**config.mk**
```make
export PLATFORM = sky130hd
export DESIGN_NAME = sonic_mdio_top
export DESIGN_NICKNAME = d
export VERILOG_FILES = /design/src/hw/sonic_bus_pkg.sv /design/src/hw/sonic_mdio_pkg.sv /design/src/hw/sonic_user_fifo.sv /design/src/hw/sonic_master_ctrl.sv /design/src/hw/sonic_mdio_csr.sv /design/src/hw/sonic_mdio_shifter.sv /design/src/hw/sonic_mdio_top.sv
export VERILOG_INCLUDE_DIRS = /design/src /design/src/hw
export SDC_FILE = /design/constraint.sdc
export NUM_CORES = 1
export LEC_CHECK = 0
export CAP_MARGIN = 25
export CORE_MARGIN = 3
export CORE_UTILIZATION = 57
export DETAILED_ROUTE_END_ITERATION = 12
export DONT_BUFFER_PORTS = 1
export PLACE_DENSITY = 0.83
export SLEW_MARGIN = 10
export SYNTH_ARGS = -nofsm -noshare
export SYNTH_HDL_FRONTEND = slang
export SYNTH_SLANG_ARGS = --single-unit
export TNS_END_PERCENT = 20
```
**constraint.sdc**
```tcl
create_clock -name clk -period 4.8 [get_ports clk]
set_input_delay 0.24 -clock clk [delete_from_list [all_inputs] [get_ports clk]]
set_output_delay 0.24 -clock clk [all_outputs]
set_load 0.01 [all_outputs]
```
**src/hw/sonic_consts.svh**
```systemverilog
//********************************************************************
// bus and buffer widths, buffer depth, mdc divider
// CSR word addresses of the MDIO controller
//********************************************************************
`ifndef SONIC_CONSTS_SVH
`define SONIC_CONSTS_SVH

`define SONIC_DATA_W      32   // bus word width
`define SONIC_ADDR_W      6    // word address, also transfer length
`define SONIC_FIFO_DEPTH  8    // user buffer words
`define SONIC_FIFO_AW     3    // buffer pointer bits
`define SONIC_FIFO_CW     4    // occupancy bits, holds 0..depth
`define SONIC_MDC_HALF    4    // clk cycles per mdc half period

`define SONIC_CSR_CTRL    6'd0 // launches a frame
`define SONIC_CSR_WDATA   6'd1 // write data, bits 15:0
`define SONIC_CSR_RDATA   6'd2 // captured read data
`define SONIC_CSR_STATUS  6'd3 // bit 0 busy

`endif

```
**src/hw/sonic_bus_pkg.sv**
```systemverilog
//********************************************************************
// transfer control, bus request and response structs
// master FSM states
//********************************************************************
`include "sonic_consts.svh"

package sonic_bus_pkg;

	typedef struct packed {
		logic                     mode;           // 0 read, 1 write
		logic                     fixed_location; // same address every word
		logic [`SONIC_ADDR_W-1:0] base;           // first word address
		logic [`SONIC_ADDR_W-1:0] length;         // words to move
	} xfer_ctrl_t;

	typedef struct packed {
		logic [`SONIC_ADDR_W-1:0] address;   // word address
		logic                     read;
		logic                     write;
		logic [`SONIC_DATA_W-1:0] writedata;
	} avm_req_t;

	typedef struct packed {
		logic [`SONIC_DATA_W-1:0] readdata;
		logic                     readdatavalid; // one cycle after accept
		logic                     waitrequest;   // stalls the current strobe
	} avm_rsp_t;

	typedef enum logic [1:0] {
		IDLE,  // waiting for go
		READ,  // issuing reads
		DRAIN, // last read accepted, data pending
		WRITE  // issuing writes
	} xfer_state_e;

endpackage : sonic_bus_pkg

```
**src/hw/sonic_mdio_pkg.sv**
```systemverilog
//********************************************************************
// Clause 22 opcodes, frame command and pin structs, shifter states
//********************************************************************

package sonic_mdio_pkg;

	typedef enum logic [1:0] {
		MDIO_WRITE = 2'b01,
		MDIO_READ  = 2'b10
	} mdio_op_e;

	typedef struct packed {
		mdio_op_e    op;
		logic [4:0]  phy_addr;
		logic [4:0]  reg_addr;
		logic [15:0] wdata;    // ignored for reads
	} mdio_cmd_t;

	typedef struct packed {
		logic mdc;
		logic mdio_out;
		logic mdio_oen; // high while we drive mdio
	} mdio_pins_t;

	typedef enum logic {
		IDLE,
		SHIFT
	} shift_state_e;

endpackage : sonic_mdio_pkg

```
**src/hw/sonic_user_fifo.sv**
```systemverilog
//********************************************************************
// synchronous word buffer, head shown combinationally
//********************************************************************
`timescale 1ns/1ps
`include "sonic_consts.svh"

module sonic_user_fifo (
	input  logic                      clk,
	input  logic                      rst_n,
	input  logic                      push,
	input  logic [`SONIC_DATA_W-1:0]  push_data,
	input  logic                      pop,
	output logic [`SONIC_DATA_W-1:0]  pop_data,
	output logic                      empty,
	output logic                      full,
	output logic [`SONIC_FIFO_CW-1:0] count
);

	logic [`SONIC_DATA_W-1:0]  mem [`SONIC_FIFO_DEPTH];
	logic [`SONIC_FIFO_AW-1:0] wr_ptr;
	logic [`SONIC_FIFO_AW-1:0] rd_ptr;
	logic                      do_push;
	logic                      do_pop;

	assign full     = (count == `SONIC_FIFO_CW'(`SONIC_FIFO_DEPTH));
	assign empty    = (count == '0);
	assign do_push  = push && !full; // dropped when full
	assign do_pop   = pop && !empty; // dropped when empty
	assign pop_data = mem[rd_ptr];

	always_ff @(posedge clk) begin
		if (do_push)
			mem[wr_ptr] <= push_data;
	end

	always_ff @(posedge clk or negedge rst_n) begin
		if (!rst_n) begin
			wr_ptr <= '0;
			rd_ptr <= '0;
			count  <= '0;
		end else begin
			if (do_push)
				wr_ptr <= wr_ptr + 1'b1; // wraps at depth
			if (do_pop)
				rd_ptr <= rd_ptr + 1'b1;
			case ({do_push, do_pop})
				2'b10:   count <= count + 1'b1;
				2'b01:   count <= count - 1'b1;
				default: count <= count; // both or neither
			endcase
		end
	end

endmodule : sonic_user_fifo

```
**src/hw/sonic_master_ctrl.sv**
```systemverilog
//********************************************************************
// custom bus master FSM, reads into and writes out of user buffers
//********************************************************************
`timescale 1ns/1ps
`include "sonic_consts.svh"

module sonic_master_ctrl import sonic_bus_pkg::*; (
	input  logic                      clk,
	input  logic                      rst_n,
	input  xfer_ctrl_t                control_req,
	input  logic                      control_go,
	output logic                      control_done,
	output logic                      control_early_done,
	output avm_req_t                  avm_req,
	input  avm_rsp_t                  avm_rsp,
	output logic                      rd_push,
	input  logic [`SONIC_FIFO_CW-1:0] rd_count,
	output logic                      wr_pop,
	input  logic                      wr_empty,
	input  logic [`SONIC_DATA_W-1:0]  wr_data
);

	xfer_state_e              state;
	logic [`SONIC_ADDR_W-1:0] addr_q;
	logic [`SONIC_ADDR_W-1:0] addr_next;
	logic [`SONIC_ADDR_W-1:0] words_left; // strobes not yet accepted
	logic [`SONIC_ADDR_W-1:0] to_return;  // reads whose data is still out
	logic                     fixed_q;
	logic                     rd_outst;
	logic                     rd_issue;
	logic                     wr_issue;
	logic                     rd_acc;
	logic                     wr_acc;

	assign rd_outst  = (to_return != words_left); // one read in flight
	assign rd_issue  = (state == READ) && !rd_outst &&
		(rd_count < `SONIC_FIFO_CW'(`SONIC_FIFO_DEPTH)); // room for the reply
	assign wr_issue  = (state == WRITE) && !wr_empty; // head word is writedata
	assign rd_acc    = rd_issue && !avm_rsp.waitrequest;
	assign wr_acc    = wr_issue && !avm_rsp.waitrequest;
	assign addr_next = fixed_q ? addr_q : addr_q + 1'b1;

	assign avm_req = '{
		address:   addr_q,
		read:      rd_issue,
		write:     wr_issue,
		writedata: wr_data
	};

	assign rd_push = avm_rsp.readdatavalid && ((state == READ) || (state == DRAIN));
	assign wr_pop  = wr_acc; // pop as the slave takes the word

	always_ff @(posedge clk or negedge rst_n) begin
		if (!rst_n) begin
			state              <= IDLE;
			control_done       <= 1'b0;
			control_early_done <= 1'b0;
			addr_q             <= '0;
			words_left         <= '0;
			to_return          <= '0;
			fixed_q            <= 1'b0;
		end else begin
			control_done <= 1'b0; // single cycle pulse
			if (control_done)
				control_early_done <= 1'b0; // drops after done
			case (state)
				IDLE: begin
					if (control_go) begin
						addr_q     <= control_req.base;
						fixed_q    <= control_req.fixed_location;
						words_left <= control_req.length;
						to_return  <= control_req.length;
						if (control_req.length == '0)
							control_done <= 1'b1; // nothing to move
						else
							state <= control_req.mode ? WRITE : READ;
					end
				end
				READ: begin
					if (rd_push)
						to_return <= to_return - 1'b1;
					if (rd_acc) begin
						words_left <= words_left - 1'b1;
						addr_q     <= addr_next;
						if (words_left == 1) begin // last read taken
							state              <= DRAIN;
							control_early_done <= 1'b1;
						end
					end
				end
				DRAIN: begin
					if (rd_push) begin
						to_return <= to_return - 1'b1;
						if (to_return == 1) begin
							control_done <= 1'b1;
							state        <= IDLE;
						end
					end
				end
				WRITE: begin
					if (wr_acc) begin
						words_left <= words_left - 1'b1;
						addr_q     <= addr_next;
						if (words_left == 1) begin
							control_done <= 1'b1; // cycle after last accept
							state        <= IDLE;
						end
					end
				end
				default: state <= IDLE;
			endcase
		end
	end

endmodule : sonic_master_ctrl

```
**src/hw/sonic_mdio_csr.sv**
```systemverilog
//********************************************************************
// MDIO controller CSR slave, CTRL WDATA RDATA STATUS
// waitrequest while a frame runs, one cycle read latency
//********************************************************************
`timescale 1ns/1ps
`include "sonic_consts.svh"

module sonic_mdio_csr import sonic_bus_pkg::*, sonic_mdio_pkg::*; (
	input  logic        clk,
	input  logic        rst_n,
	input  avm_req_t    avm_req,
	output avm_rsp_t    avm_rsp,
	output mdio_cmd_t   cmd,
	output logic        start,
	input  logic        busy,
	input  logic        done,
	input  logic [15:0] rdata
);

	logic [`SONIC_DATA_W-1:0] ctrl_q;
	logic [`SONIC_DATA_W-1:0] wdata_q;
	logic [`SONIC_DATA_W-1:0] readdata_q;
	logic [15:0]              rdata_q;
	logic                     rvalid_q;
	logic                     start_q;
	logic                     hold;     // frame launched, running or finishing
	logic                     wr_ctrl;
	logic                     rd_rdata;
	logic                     wait_w;
	logic                     wr_acc;
	logic                     rd_acc;

	assign hold     = busy || start_q || done; // RDATA valid the cycle after done
	assign wr_ctrl  = avm_req.write && (avm_req.address == `SONIC_CSR_CTRL);
	assign rd_rdata = avm_req.read && (avm_req.address == `SONIC_CSR_RDATA);
	assign wait_w   = hold && (wr_ctrl || rd_rdata);
	assign wr_acc   = avm_req.write && !wait_w;
	assign rd_acc   = avm_req.read && !wait_w;

	assign avm_rsp = '{readdata: readdata_q, readdatavalid: rvalid_q, waitrequest: wait_w};
	assign start   = start_q;

	assign cmd = '{
		op:       mdio_op_e'(ctrl_q[27:26]),
		phy_addr: ctrl_q[25:21],
		reg_addr: ctrl_q[20:16],
		wdata:    wdata_q[15:0]
	};

	always_ff @(posedge clk or negedge rst_n) begin
		if (!rst_n) begin
			ctrl_q   <= '0;
			wdata_q  <= '0;
			rdata_q  <= '0;
			rvalid_q <= 1'b0;
			start_q  <= 1'b0;
		end else begin
			start_q  <= wr_acc && wr_ctrl; // launch one cycle after accept
			rvalid_q <= rd_acc;
			if (wr_acc) begin
				case (avm_req.address)
					`SONIC_CSR_CTRL:  ctrl_q  <= avm_req.writedata;
					`SONIC_CSR_WDATA: wdata_q <= avm_req.writedata;
					default:          ; // RDATA and STATUS read only
				endcase
			end
			if (done && (cmd.op == MDIO_READ))
				rdata_q <= rdata; // bits collected by the shifter
		end
	end

	always_ff @(posedge clk) begin
		if (rd_acc) begin
			case (avm_req.address)
				`SONIC_CSR_CTRL:   readdata_q <= ctrl_q;
				`SONIC_CSR_WDATA:  readdata_q <= wdata_q;
				`SONIC_CSR_RDATA:  readdata_q <= `SONIC_DATA_W'(rdata_q);
				`SONIC_CSR_STATUS: readdata_q <= `SONIC_DATA_W'(busy || start_q);
				default:           readdata_q <= '0;
			endcase
		end
	end

endmodule : sonic_mdio_csr

```
**src/hw/sonic_mdio_shifter.sv**
```systemverilog
//********************************************************************
// mdc divider and Clause 22 frame serializer
// 64 mdc periods per frame, 16 data bits captured on reads
//********************************************************************
`timescale 1ns/1ps
`include "sonic_consts.svh"

module sonic_mdio_shifter import sonic_mdio_pkg::*; (
	input  logic        clk,
	input  logic        rst_n,
	input  mdio_cmd_t   cmd,
	input  logic        start,
	input  logic        mdio_in,
	output mdio_pins_t  mdio_pins,
	output logic        busy,
	output logic        done,
	output logic [15:0] rdata
);

	localparam int PW = $clog2(2 * `SONIC_MDC_HALF);

	shift_state_e  state;
	logic [PW-1:0] phase_q;   // clk cycle inside one mdc period
	logic [5:0]    bit_q;     // frame bit on the wire
	logic [63:0]   frame_q;
	logic [15:0]   rx_q;
	logic          read_op_q;
	logic          rise_tick; // mdc goes high after this edge
	logic          fall_tick; // mdc goes low, next bit
	logic          last_tick;

	assign rise_tick = (state == SHIFT) && (phase_q == PW'(`SONIC_MDC_HALF - 1));
	assign fall_tick = (state == SHIFT) && (phase_q == PW'(2 * `SONIC_MDC_HALF - 1));
	assign last_tick = (state == SHIFT) && (bit_q == 6'd63) &&
		(phase_q == PW'(2 * `SONIC_MDC_HALF - 2)); // done lands 64 periods after start

	assign busy  = (state == SHIFT);
	assign rdata = rx_q;

	assign mdio_pins = '{
		mdc:      busy && (phase_q >= PW'(`SONIC_MDC_HALF)),
		mdio_out: busy ? frame_q[63] : 1'b1,
		mdio_oen: busy && (!read_op_q || (bit_q < 6'd46)) // release from turnaround
	};

	always_ff @(posedge clk or negedge rst_n) begin
		if (!rst_n) begin
			state   <= IDLE;
			phase_q <= '0;
			bit_q   <= '0;
			done    <= 1'b0;
		end else begin
			done <= 1'b0;
			case (state)
				IDLE: begin
					if (start) begin
						state   <= SHIFT;
						phase_q <= '0;
						bit_q   <= '0;
					end
				end
				SHIFT: begin
					if (last_tick) begin
						state <= IDLE;
						done  <= 1'b1; // same edge busy falls
					end else if (fall_tick) begin
						phase_q <= '0;
						bit_q   <= bit_q + 1'b1;
					end else begin
						phase_q <= phase_q + 1'b1;
					end
				end
				default: state <= IDLE;
			endcase
		end
	end

	// preamble, ST, op, phy, reg, TA 10, data
	always_ff @(posedge clk) begin
		if (start && (state == IDLE)) begin
			frame_q   <= {32'hffff_ffff, 2'b01, cmd.op, cmd.phy_addr, cmd.reg_addr,
				2'b10, cmd.wdata};
			read_op_q <= (cmd.op == MDIO_READ);
		end else if (fall_tick) begin
			frame_q <= {frame_q[62:0], 1'b0}; // msb first on the wire
		end
		if (rise_tick && read_op_q && (bit_q >= 6'd48))
			rx_q <= {rx_q[14:0], mdio_in}; // PHY data, msb first
	end

endmodule : sonic_mdio_shifter

```
**src/hw/sonic_mdio_top.sv**
```systemverilog
//********************************************************************
// bus master, read and write buffers, MDIO CSR slave and shifter
//********************************************************************
`timescale 1ns/1ps
`include "sonic_consts.svh"

module sonic_mdio_top import sonic_bus_pkg::*, sonic_mdio_pkg::*; (
	input  logic                     clk,
	input  logic                     rst_n,
	input  xfer_ctrl_t               control_req,
	input  logic                     control_go,
	output logic                     control_done,
	output logic                     control_early_done,
	input  logic                     user_read_buffer,
	output logic [`SONIC_DATA_W-1:0] user_buffer_output_data,
	output logic                     user_data_available,
	input  logic                     user_write_buffer,
	input  logic [`SONIC_DATA_W-1:0] user_buffer_input_data,
	output logic                     user_buffer_full,
	output mdio_pins_t               mdio_pins,
	input  logic                     mdio_in
);

	avm_req_t                  avm_req;
	avm_rsp_t                  avm_rsp;
	mdio_cmd_t                 cmd;
	logic                      start;
	logic                      busy;
	logic                      done;
	logic [15:0]               rdata;
	logic                      rd_push;
	logic                      rd_empty;
	logic [`SONIC_FIFO_CW-1:0] rd_count;
	logic                      wr_pop;
	logic                      wr_empty;
	logic [`SONIC_DATA_W-1:0]  wr_data;

	assign user_data_available = !rd_empty;

	sonic_master_ctrl master_i (
		.clk                (clk),
		.rst_n              (rst_n),
		.control_req        (control_req),
		.control_go         (control_go),
		.control_done       (control_done),
		.control_early_done (control_early_done),
		.avm_req            (avm_req),
		.avm_rsp            (avm_rsp),
		.rd_push            (rd_push),
		.rd_count           (rd_count),
		.wr_pop             (wr_pop),
		.wr_empty           (wr_empty),
		.wr_data            (wr_data)
	);

	sonic_user_fifo rd_fifo (                    // bus to user
		.clk       (clk),
		.rst_n     (rst_n),
		.push      (rd_push),
		.push_data (avm_rsp.readdata),           // readdata straight in
		.pop       (user_read_buffer),
		.pop_data  (user_buffer_output_data),
		.empty     (rd_empty),
		.full      (),                           // master counts room itself
		.count     (rd_count)
	);

	sonic_user_fifo wr_fifo (                    // user to bus
		.clk       (clk),
		.rst_n     (rst_n),
		.push      (user_write_buffer),
		.push_data (user_buffer_input_data),
		.pop       (wr_pop),
		.pop_data  (wr_data),
		.empty     (wr_empty),
		.full      (user_buffer_full),
		.count     ()
	);

	sonic_mdio_csr csr_i (
		.clk     (clk),
		.rst_n   (rst_n),
		.avm_req (avm_req),
		.avm_rsp (avm_rsp),
		.cmd     (cmd),
		.start   (start),
		.busy    (busy),
		.done    (done),
		.rdata   (rdata)
	);

	sonic_mdio_shifter shifter_i (
		.clk       (clk),
		.rst_n     (rst_n),
		.cmd       (cmd),
		.start     (start),
		.mdio_in   (mdio_in),
		.mdio_pins (mdio_pins),
		.busy      (busy),
		.done      (done),
		.rdata     (rdata)
	);

endmodule : sonic_mdio_top

```
==> impl_metrics.csv, run 1 <==
group,metric,value,unit
yosys,syn-cell-area,0.0296,mm2
power,power_leakage,10.4,nW
yosys,synth-warning-count,0,
worst_setup_path,reg2reg_depth,11,
power,sw_frac_of_total,23.0,%
placement,final_gp_congestion,0.837,
die,coreArea,0.0507,mm2
worst_hold_path,timing.hold.worst.class,"in -> reg",
yosys,synth-async-reset-ratio,17.9,%
power,total_switching_power,0.00337,W
detailed_routing,top_signal_layer_used,"met4",
detailed_routing,met1_routed_length,23.6,mm
placement,post-dp-hpwl,33.6,mm
clock_tree,tritoncts,"yes",
clock_tree,postCtsSetupBuffers,0,
layout,final_area,0.0333,mm2
layout,num-nets-final,1786,
worst_setup_path,timing.critical_path.from_type,"register",
yosys,synth.top_cells.by_count,"589 x sky130_fd_sc_hd__edfxtp_1, 136 x sky130_fd_sc_hd__dfrtp_1, 128 x sky130_fd_sc_hd__mux4_2",
clock_tree,ctsHtreeMaxLevel,3,
yosys,synth.lib_cells_used.distinct,62,
die,design.die.area,0.0547,mm2
yosys,synth_ff_type,"sky130_fd_sc_hd__edfxtp_1",
yosys,synth_enable_flop_cells,589,
job,maxCapViolations,0,
power,clockPowerShare,38.7,%
detailed_routing,finalWirelength,60.0,mm
sta,final-max-slew-violation-count,0,
die,pin_count,91,
die,dieWidth,234,um
yosys,synth.ff_latch_count,761,
clock_tree,worst_setup_hold_path_clk_slew,0.06,ns
global_route,grt_first_pass_wirelength,92.8,mm
worst_setup_path,worst_setup_path_endpoint,"wr_fifo.count[2]",
layout,area_growth_syn_to_layout,12.7,%
outcome,status,"complete, no violations",
worst_setup_path,worst-endpoint-required,5.28,ns
placement,post_place_cell_area,0.0304,mm2
layout,number_of_inserted_diodes,0,
yosys,synth_area_leaders,"sky130_fd_sc_hd__edfxtp_1 60%, sky130_fd_sc_hd__dfrtp_1 12%, sky130_fd_sc_hd__mux4_2 9.7%, sky130_fd_sc_hd__dfxtp_1 2.4%, sky130_fd_sc_hd__mux2_2 2.1%",
sta,maxClockFrequency,0.301,GHz
clock_tree,cts_made_buffers,73,
yosys,synth_seq_area_share,73.7,%
clock_tree,clock_path_buffers,3,
yosys,avgSynthCellArea,18.2,um2
sta,tns,0,ns
global_route,number_of_antenna_violations_at_the_first_check_in_global_routing,0,
power,power.share.sequential,53.3,%
die,rows,82,
global_route,grt_use_total,22.5,%
yosys,synth_cells,1625,
worst_setup_path,crit_path_kind,"reg -> reg",
detailed_routing,route.vias.total,15000,
sta,final_min_period_over_clock_period,69.2,%
sta,max_slew.worst_pin.slew,1.08,ns
power,peakVddDrop,508,uV
yosys,synth_largest_type_area_fraction,59.8,%
sta,worst_hold_slack,0.0936,ns
worst_setup_path,timing.critical_path.from,"master_i.addr_q[2]",
global_route,grt_max_degree,137,
yosys,largest_area_contributor_in_the_synthesized_netlist,"sky130_fd_sc_hd__edfxtp_1",
sta,slew_headroom,27.8,%
detailed_routing,met2RoutedLength,31.0,mm
power,power.share.combinational,7.9,%
placement,port-buffer-count,0,
die,initial_core_utilization,58.4,%
layout,drive_gt1_share,21.0,%
worst_setup_path,worstPathMaxFanout,16,
yosys,synth_most_common_cell,"sky130_fd_sc_hd__edfxtp_1",
clock_tree,clockRootBuffer,"sky130_fd_sc_hd__clkbuf_16",
detailed_routing,drt_first_iter_violations,1541,
sta,rsz_0062_raised_after_global_routing,"no",
worst_setup_path,rrSetupSlack,1.48,ns
power,p_int,0.0113,W
layout,fillCellCount,3152,
worst_setup_path,timing.critical_path.arrival,3.80,ns
sta,fin_hold_viols,0,
global_route,vias_in_the_first_global_route,15600,
detailed_routing,antenna_left,0,
worst_setup_path,critical_path.endpoint_type,"register",
global_route,gr-total-overflow,0,
power,power_per_cell_area,439,mW/mm2
detailed_routing,drcViolationCount,0,
sta,setup_violations,0,
die,die-height,234,um
sta,fin_skew,0.0292,ns
detailed_routing,drt-pass1-iter-count,5,
worst_setup_path,critical_path.reg2reg.endpoint,"wr_fifo.count[2]",
detailed_routing,drt-vias-per-instance,6.18,
yosys,synth_nets,1708,
clock_tree,clkSinkCount,761,
clock_tree,clk_latency,0.60,ns
sta,layout_min_cycle_time,3.32,ns
detailed_routing,met3_wirelength,4.12,mm
worst_setup_path,r2r-start,"master_i.addr_q[2]",
detailed_routing,avgRoutedWirePerCell,24.7,um
-- layout make-up --
class                           instances  area (um2)  area share, %
Sequential cell                       761       21800           65.5
Multi-Input combinational cell        756        7370           22.1
Clock buffer                           92        1960           5.88
Timing Repair Buffer                   86         848           2.55
Tap cell                              672         841           2.52
Clock inverter                         40         390           1.17
Inverter                               25        93.8          0.282
-- layout by cell type, fill, tap and decap left out, types with 11 or more instances in the layout --
cell and n:
sky130_fd_sc_hd__o21ai_2 17, sky130_fd_sc_hd__o22a_1 38, sky130_fd_sc_hd__a22oi_1 16, sky130_fd_sc_hd__xor2_1 18, sky130_fd_sc_hd__inv_1 22, sky130_fd_sc_hd__nor2_1 61
sky130_fd_sc_hd__nand2b_1 11, sky130_fd_sc_hd__clkbuf_16 75, sky130_fd_sc_hd__buf_4 29, sky130_fd_sc_hd__mux4_2 128, sky130_fd_sc_hd__a21oi_1 49, sky130_fd_sc_hd__ha_1 30
sky130_fd_sc_hd__dfxtp_1 36, sky130_fd_sc_hd__edfxtp_1 589, sky130_fd_sc_hd__mux2i_1 35, sky130_fd_sc_hd__dlygate4sd3_1 52, sky130_fd_sc_hd__o21ai_0 13, sky130_fd_sc_hd__dfrtp_1 131
sky130_fd_sc_hd__a22o_1 45, sky130_fd_sc_hd__nand2_1 102, sky130_fd_sc_hd__mux2_2 54, sky130_fd_sc_hd__clkinv_1 15, sky130_fd_sc_hd__o21ai_1 21, sky130_fd_sc_hd__clkinv_2 14
sky130_fd_sc_hd__clkbuf_1 15
-- kinds of logic after synthesis --
| family | Yosys count | share of synthesized area, % |
|---|---|---|
| compound gates | 238 | 5.83 |
| xor+xnor | 27 | 0.799 |
| fa+ha+maj | 31 | 1.34 |
| buf+inv | 108 | 1.62 |
| flops | 761 | 73.7 |
| mux | 217 | 13.0 |
| simple gates | 243 | 3.70 |
-- through the flow --
step	total power (W)	cells	utilization, %	worst slack (ns)
after floorplan	0.00866	1625	-	0.124
after global placement	0.00895	2243	59.9	1.57
after detailed placement	0.00902	2247	60.0	1.51
after CTS	0.0147	2432	65.8	1.49
after global routing	0.0151	2432	65.8	1.25
final	0.0146	2432	65.8	1.48
-- layer usage --
layer | up-vias | track usage [%]
met3 | 97 | 4.81
met1 | 7801 | 29.9
li1 | 6543 | -
met4 | 0 | 5.59
met5 | - | 0
met2 | 590 | 38.5
-- power by group through the flow --
stage | combinational, W | clock (W) | sequential (W)
after floorplan | 0.000960 | 0 | 0.00770
after global placement | 0.00105 | 0 | 0.00790
after detailed placement | 0.00108 | 0 | 0.00794
after CTS | 0.00118 | 0.00575 | 0.00781
after global routing | 0.00125 | 0.00601 | 0.00785
final | 0.00116 | 0.00567 | 0.00781
-- worst max-delay path: stages (launching register included) --
cell	delay (ns)
sky130_fd_sc_hd__dfrtp_1	0.44
sky130_fd_sc_hd__nor4_4	0.47
sky130_fd_sc_hd__and2_1	0.62
sky130_fd_sc_hd__a31o_2	0.30
sky130_fd_sc_hd__a21oi_2	0.13
sky130_fd_sc_hd__ha_1	0.31
sky130_fd_sc_hd__xor2_1	0.19
sky130_fd_sc_hd__ha_1	0.20
sky130_fd_sc_hd__a21oi_1	0.15
sky130_fd_sc_hd__xor2_1	0.17
sky130_fd_sc_hd__nor2_1	0.07
sky130_fd_sc_hd__xor2_1	0.14
-- flip-flops by register name, summed over array words and instances, names as in the netlist, 6 cells and up --
name,count
wr_fifo.mem,256
csr_i.readdata_q,32
master_i.addr_q,6
shifter_i.bit_q,6
csr_i.ctrl_q,32
master_i.to_return,6
master_i.words_left,6
shifter_i.frame_q,64
rd_fifo.mem,256
csr_i.rdata_q,16
csr_i.wdata_q,32
shifter_i.rdata,16
-- worst min path at each step --
stage / to / start / cells past startpoint / slack, ns
floorplan: csr_i.ctrl_q[0] / rst_n / 0 / -0.06
global route: master_i.control_done / control_req[5] / 4 / 0.11
global placement: wr_fifo.wr_ptr[0] / rst_n / 0 / -0.05
CTS: master_i.control_done / control_req[5] / 4 / 0.07
finish: master_i.control_done / control_req[5] / 4 / 0.09
detailed placement: wr_fifo.wr_ptr[0] / rst_n / 0 / -0.05
-- what timing repair did --
action / 4_1_cts / 5_1_grt
resized for setup: 0 / 0
endpoints found under the hold margin: 419 / 0
hold buffers: 53 / 0
(Power assumes the default switching activity.)
==> run 2, diff against run 1 <==
PLACE_DENSITY = 0.8   (was 0.83)
clock period = 3.2 ns   (was 4.8 ns; I/O delays follow)
==> run 2 against run 1 <==
Maximum frequency is 14% higher; clock skew is 0.011 ns lower; largest cell class unchanged; cell area is 0.61% higher.
==> impl_metrics.csv, run 2 (same netlist as run 1, synthesis figures left out) <==
group,metric,value,unit
sta,worst_hold_slack,0.0671,ns
layout,layoutNonFillerInstCount,2445,
power,power_leakage,10.4,nW
job,maxCapViolations,0,
layout,num-nets-final,1795,
die,pin_count,91,
worst_setup_path,crit_path_kind,"reg -> reg",
sta,slew_headroom,37.8,%
sta,final_min_period_over_clock_period,90.9,%
global_route,number_of_antenna_violations_at_the_first_check_in_global_routing,4,
detailed_routing,route.vias.total,14900,
die,die-height,234,um
clock_tree,cts_made_buffers,74,
layout,layout_common_cells,"589 x sky130_fd_sc_hd__edfxtp_1, 131 x sky130_fd_sc_hd__dfrtp_1, 128 x sky130_fd_sc_hd__mux4_2",
worst_hold_path,worst_hold_startpoint,"control_req[5]",
worst_setup_path,critical_path.endpoint_type,"register",
worst_setup_path,worst-endpoint-required,3.67,ns
clock_tree,ctsHtreeMaxLevel,3,
die,design.die.area,0.0547,mm2
worst_setup_path,reg2reg_depth,13,
clock_tree,postCtsSetupBuffers,0,
placement,port-buffer-count,0,
global_route,vias_in_the_first_global_route,15700,
sta,fin_skew,0.0179,ns
sta,final-max-slew-violation-count,0,
placement,final_gp_congestion,0.824,
global_route,grt_first_pass_wirelength,91.6,mm
die,rows,82,
die,initial_core_utilization,58.4,%
worst_setup_path,timing.critical_path.arrival,3.38,ns
die,coreArea,0.0507,mm2
detailed_routing,antenna_left,0,
sta,maxClockFrequency,0.344,GHz
power,power_per_cell_area,659,mW/mm2
placement,post-dp-hpwl,33.2,mm
sta,fin_hold_viols,0,
global_route,grt_use_total,22.1,%
clock_tree,clkSinkCount,761,
detailed_routing,drt_first_iter_violations,1328,
power,peakVddDrop,681,uV
detailed_routing,drt-pass1-iter-count,6,
sta,layout_min_cycle_time,2.91,ns
worst_setup_path,worstPathMaxFanout,7,
detailed_routing,drt-vias-per-instance,6.11,
outcome,status,"complete, no violations",
layout,leading_cell_type_in_the_layout_fill_and_taps_excluded,"sky130_fd_sc_hd__edfxtp_1",
worst_hold_path,holdPathStages,4,
detailed_routing,finalWirelength,58.4,mm
layout,area_growth_syn_to_layout,13.4,%
placement,post-place-cells,2255,
clock_tree,clk_latency,0.61,ns
global_route,gr-total-overflow,0,
worst_setup_path,timing.critical_path.from_type,"register",
sta,rsz_0062_raised_after_global_routing,"no",
clock_tree,clock_path_buffers,3,
clock_tree,worst_setup_hold_path_clk_slew,0.06,ns
worst_setup_path,r2r-start,"master_i.state[1]",
layout,layout_top_registers,"rd_fifo.mem: 256 flops, wr_fifo.mem: 256 flops, shifter_i.frame_q: 64 flops",
clock_tree,tritoncts,"yes",
worst_hold_path,timing.hold.worst.class,"in -> reg",
layout,drive_gt1_share,21.9,%
detailed_routing,avgRoutedWirePerCell,23.9,um
worst_setup_path,timing.critical_path.from,"master_i.state[1]",
sta,setup_violations,0,
die,dieWidth,234,um
detailed_routing,drcViolationCount,0,
sta,max_slew.worst_pin.slew,0.933,ns
global_route,grt_max_degree,137,
clock_tree,clockRootBuffer,"sky130_fd_sc_hd__clkbuf_16",
-- run 2: metal layers --
metal  part of all wire [%]  GRT usage [%]  vias up  wire length, um
li1                       -              -     6575                -
met1                     41           30.0     7777            24000
met2                     51           37.1      488            29800
met3                    6.0           4.71       88             3510
met4                    1.8           5.41        2             1050
met5                  0.019              0        -               11
-- run 2: timing repair --
action	4_1_cts	5_1_grt
setup endpoints to repair	0	2
endpoints found under the hold margin	419	0
hold buffers	53	0
gates resized for setup	0	2
-- run 2: final cells by class --
cell class / count / area, um2
Sequential cell: 761 / 21800
Clock buffer: 99 / 2090
Clock inverter: 35 / 345
Antenna cell: 3 / 7.51
Timing Repair Buffer: 94 / 931
Inverter: 25 / 93.8
Multi-Input combinational cell: 756 / 7400
Fill cell: 3230 / 17100
Tap cell: 672 / 841
-- run 2: final timing paths --
kind | to | slack, ns
setup reg to reg | wr_fifo.count[2] | 0.29
hold / removal | master_i.control_done | 0.07
setup / recovery | wr_fifo.count[2] | 0.29
max in group asynchronous | csr_i.ctrl_q[4] | 2.48
hold reg to reg | shifter_i.rdata[1] | 0.44
min in group asynchronous | master_i.control_done | 0.20
-- run 2: critical path, stage by stage, from the launching register on --
cell                       delay [ns]
sky130_fd_sc_hd__dfrtp_1         0.42
sky130_fd_sc_hd__inv_1           0.16
sky130_fd_sc_hd__ha_2            0.28
sky130_fd_sc_hd__nand2b_1        0.08
sky130_fd_sc_hd__nor4_2          0.28
sky130_fd_sc_hd__a31o_2          0.28
sky130_fd_sc_hd__a21oi_2         0.09
sky130_fd_sc_hd__ha_1            0.29
sky130_fd_sc_hd__xor2_1          0.18
sky130_fd_sc_hd__ha_1            0.19
sky130_fd_sc_hd__a21oi_1         0.15
sky130_fd_sc_hd__xor2_1          0.17
sky130_fd_sc_hd__nor2_1          0.08
sky130_fd_sc_hd__xor2_1          0.14
-- run 2: report_power, final --
group / internal [W] / total, W / switching (W)
Sequential: 0.0112 / 0.0115 / 0.000355
Combinational: 0.000814 / 0.00193 / 0.00112
Clock: 0.00503 / 0.00862 / 0.00359
Total: 0.0170 / 0.0221 / 0.00506
-- run 2: through the flow --
step / setup WS [ns] / cell area, um2 / total power, W / setup TNS (ns) / util, %
after floorplan: -0.635 / 29600 / 0.0130 / -132.26 / -
after global placement: 0.246 / 30500 / 0.0135 / 0 / 60.2
after detailed placement: 0.122 / 30500 / 0.0136 / 0 / 60.2
after CTS: 0.0876 / 33500 / 0.0223 / 0 / 66.1
after global routing: 0.0691 / 33500 / 0.0229 / 0 / 66.2
final: 0.290 / 33500 / 0.0221 / 0 / 66.2
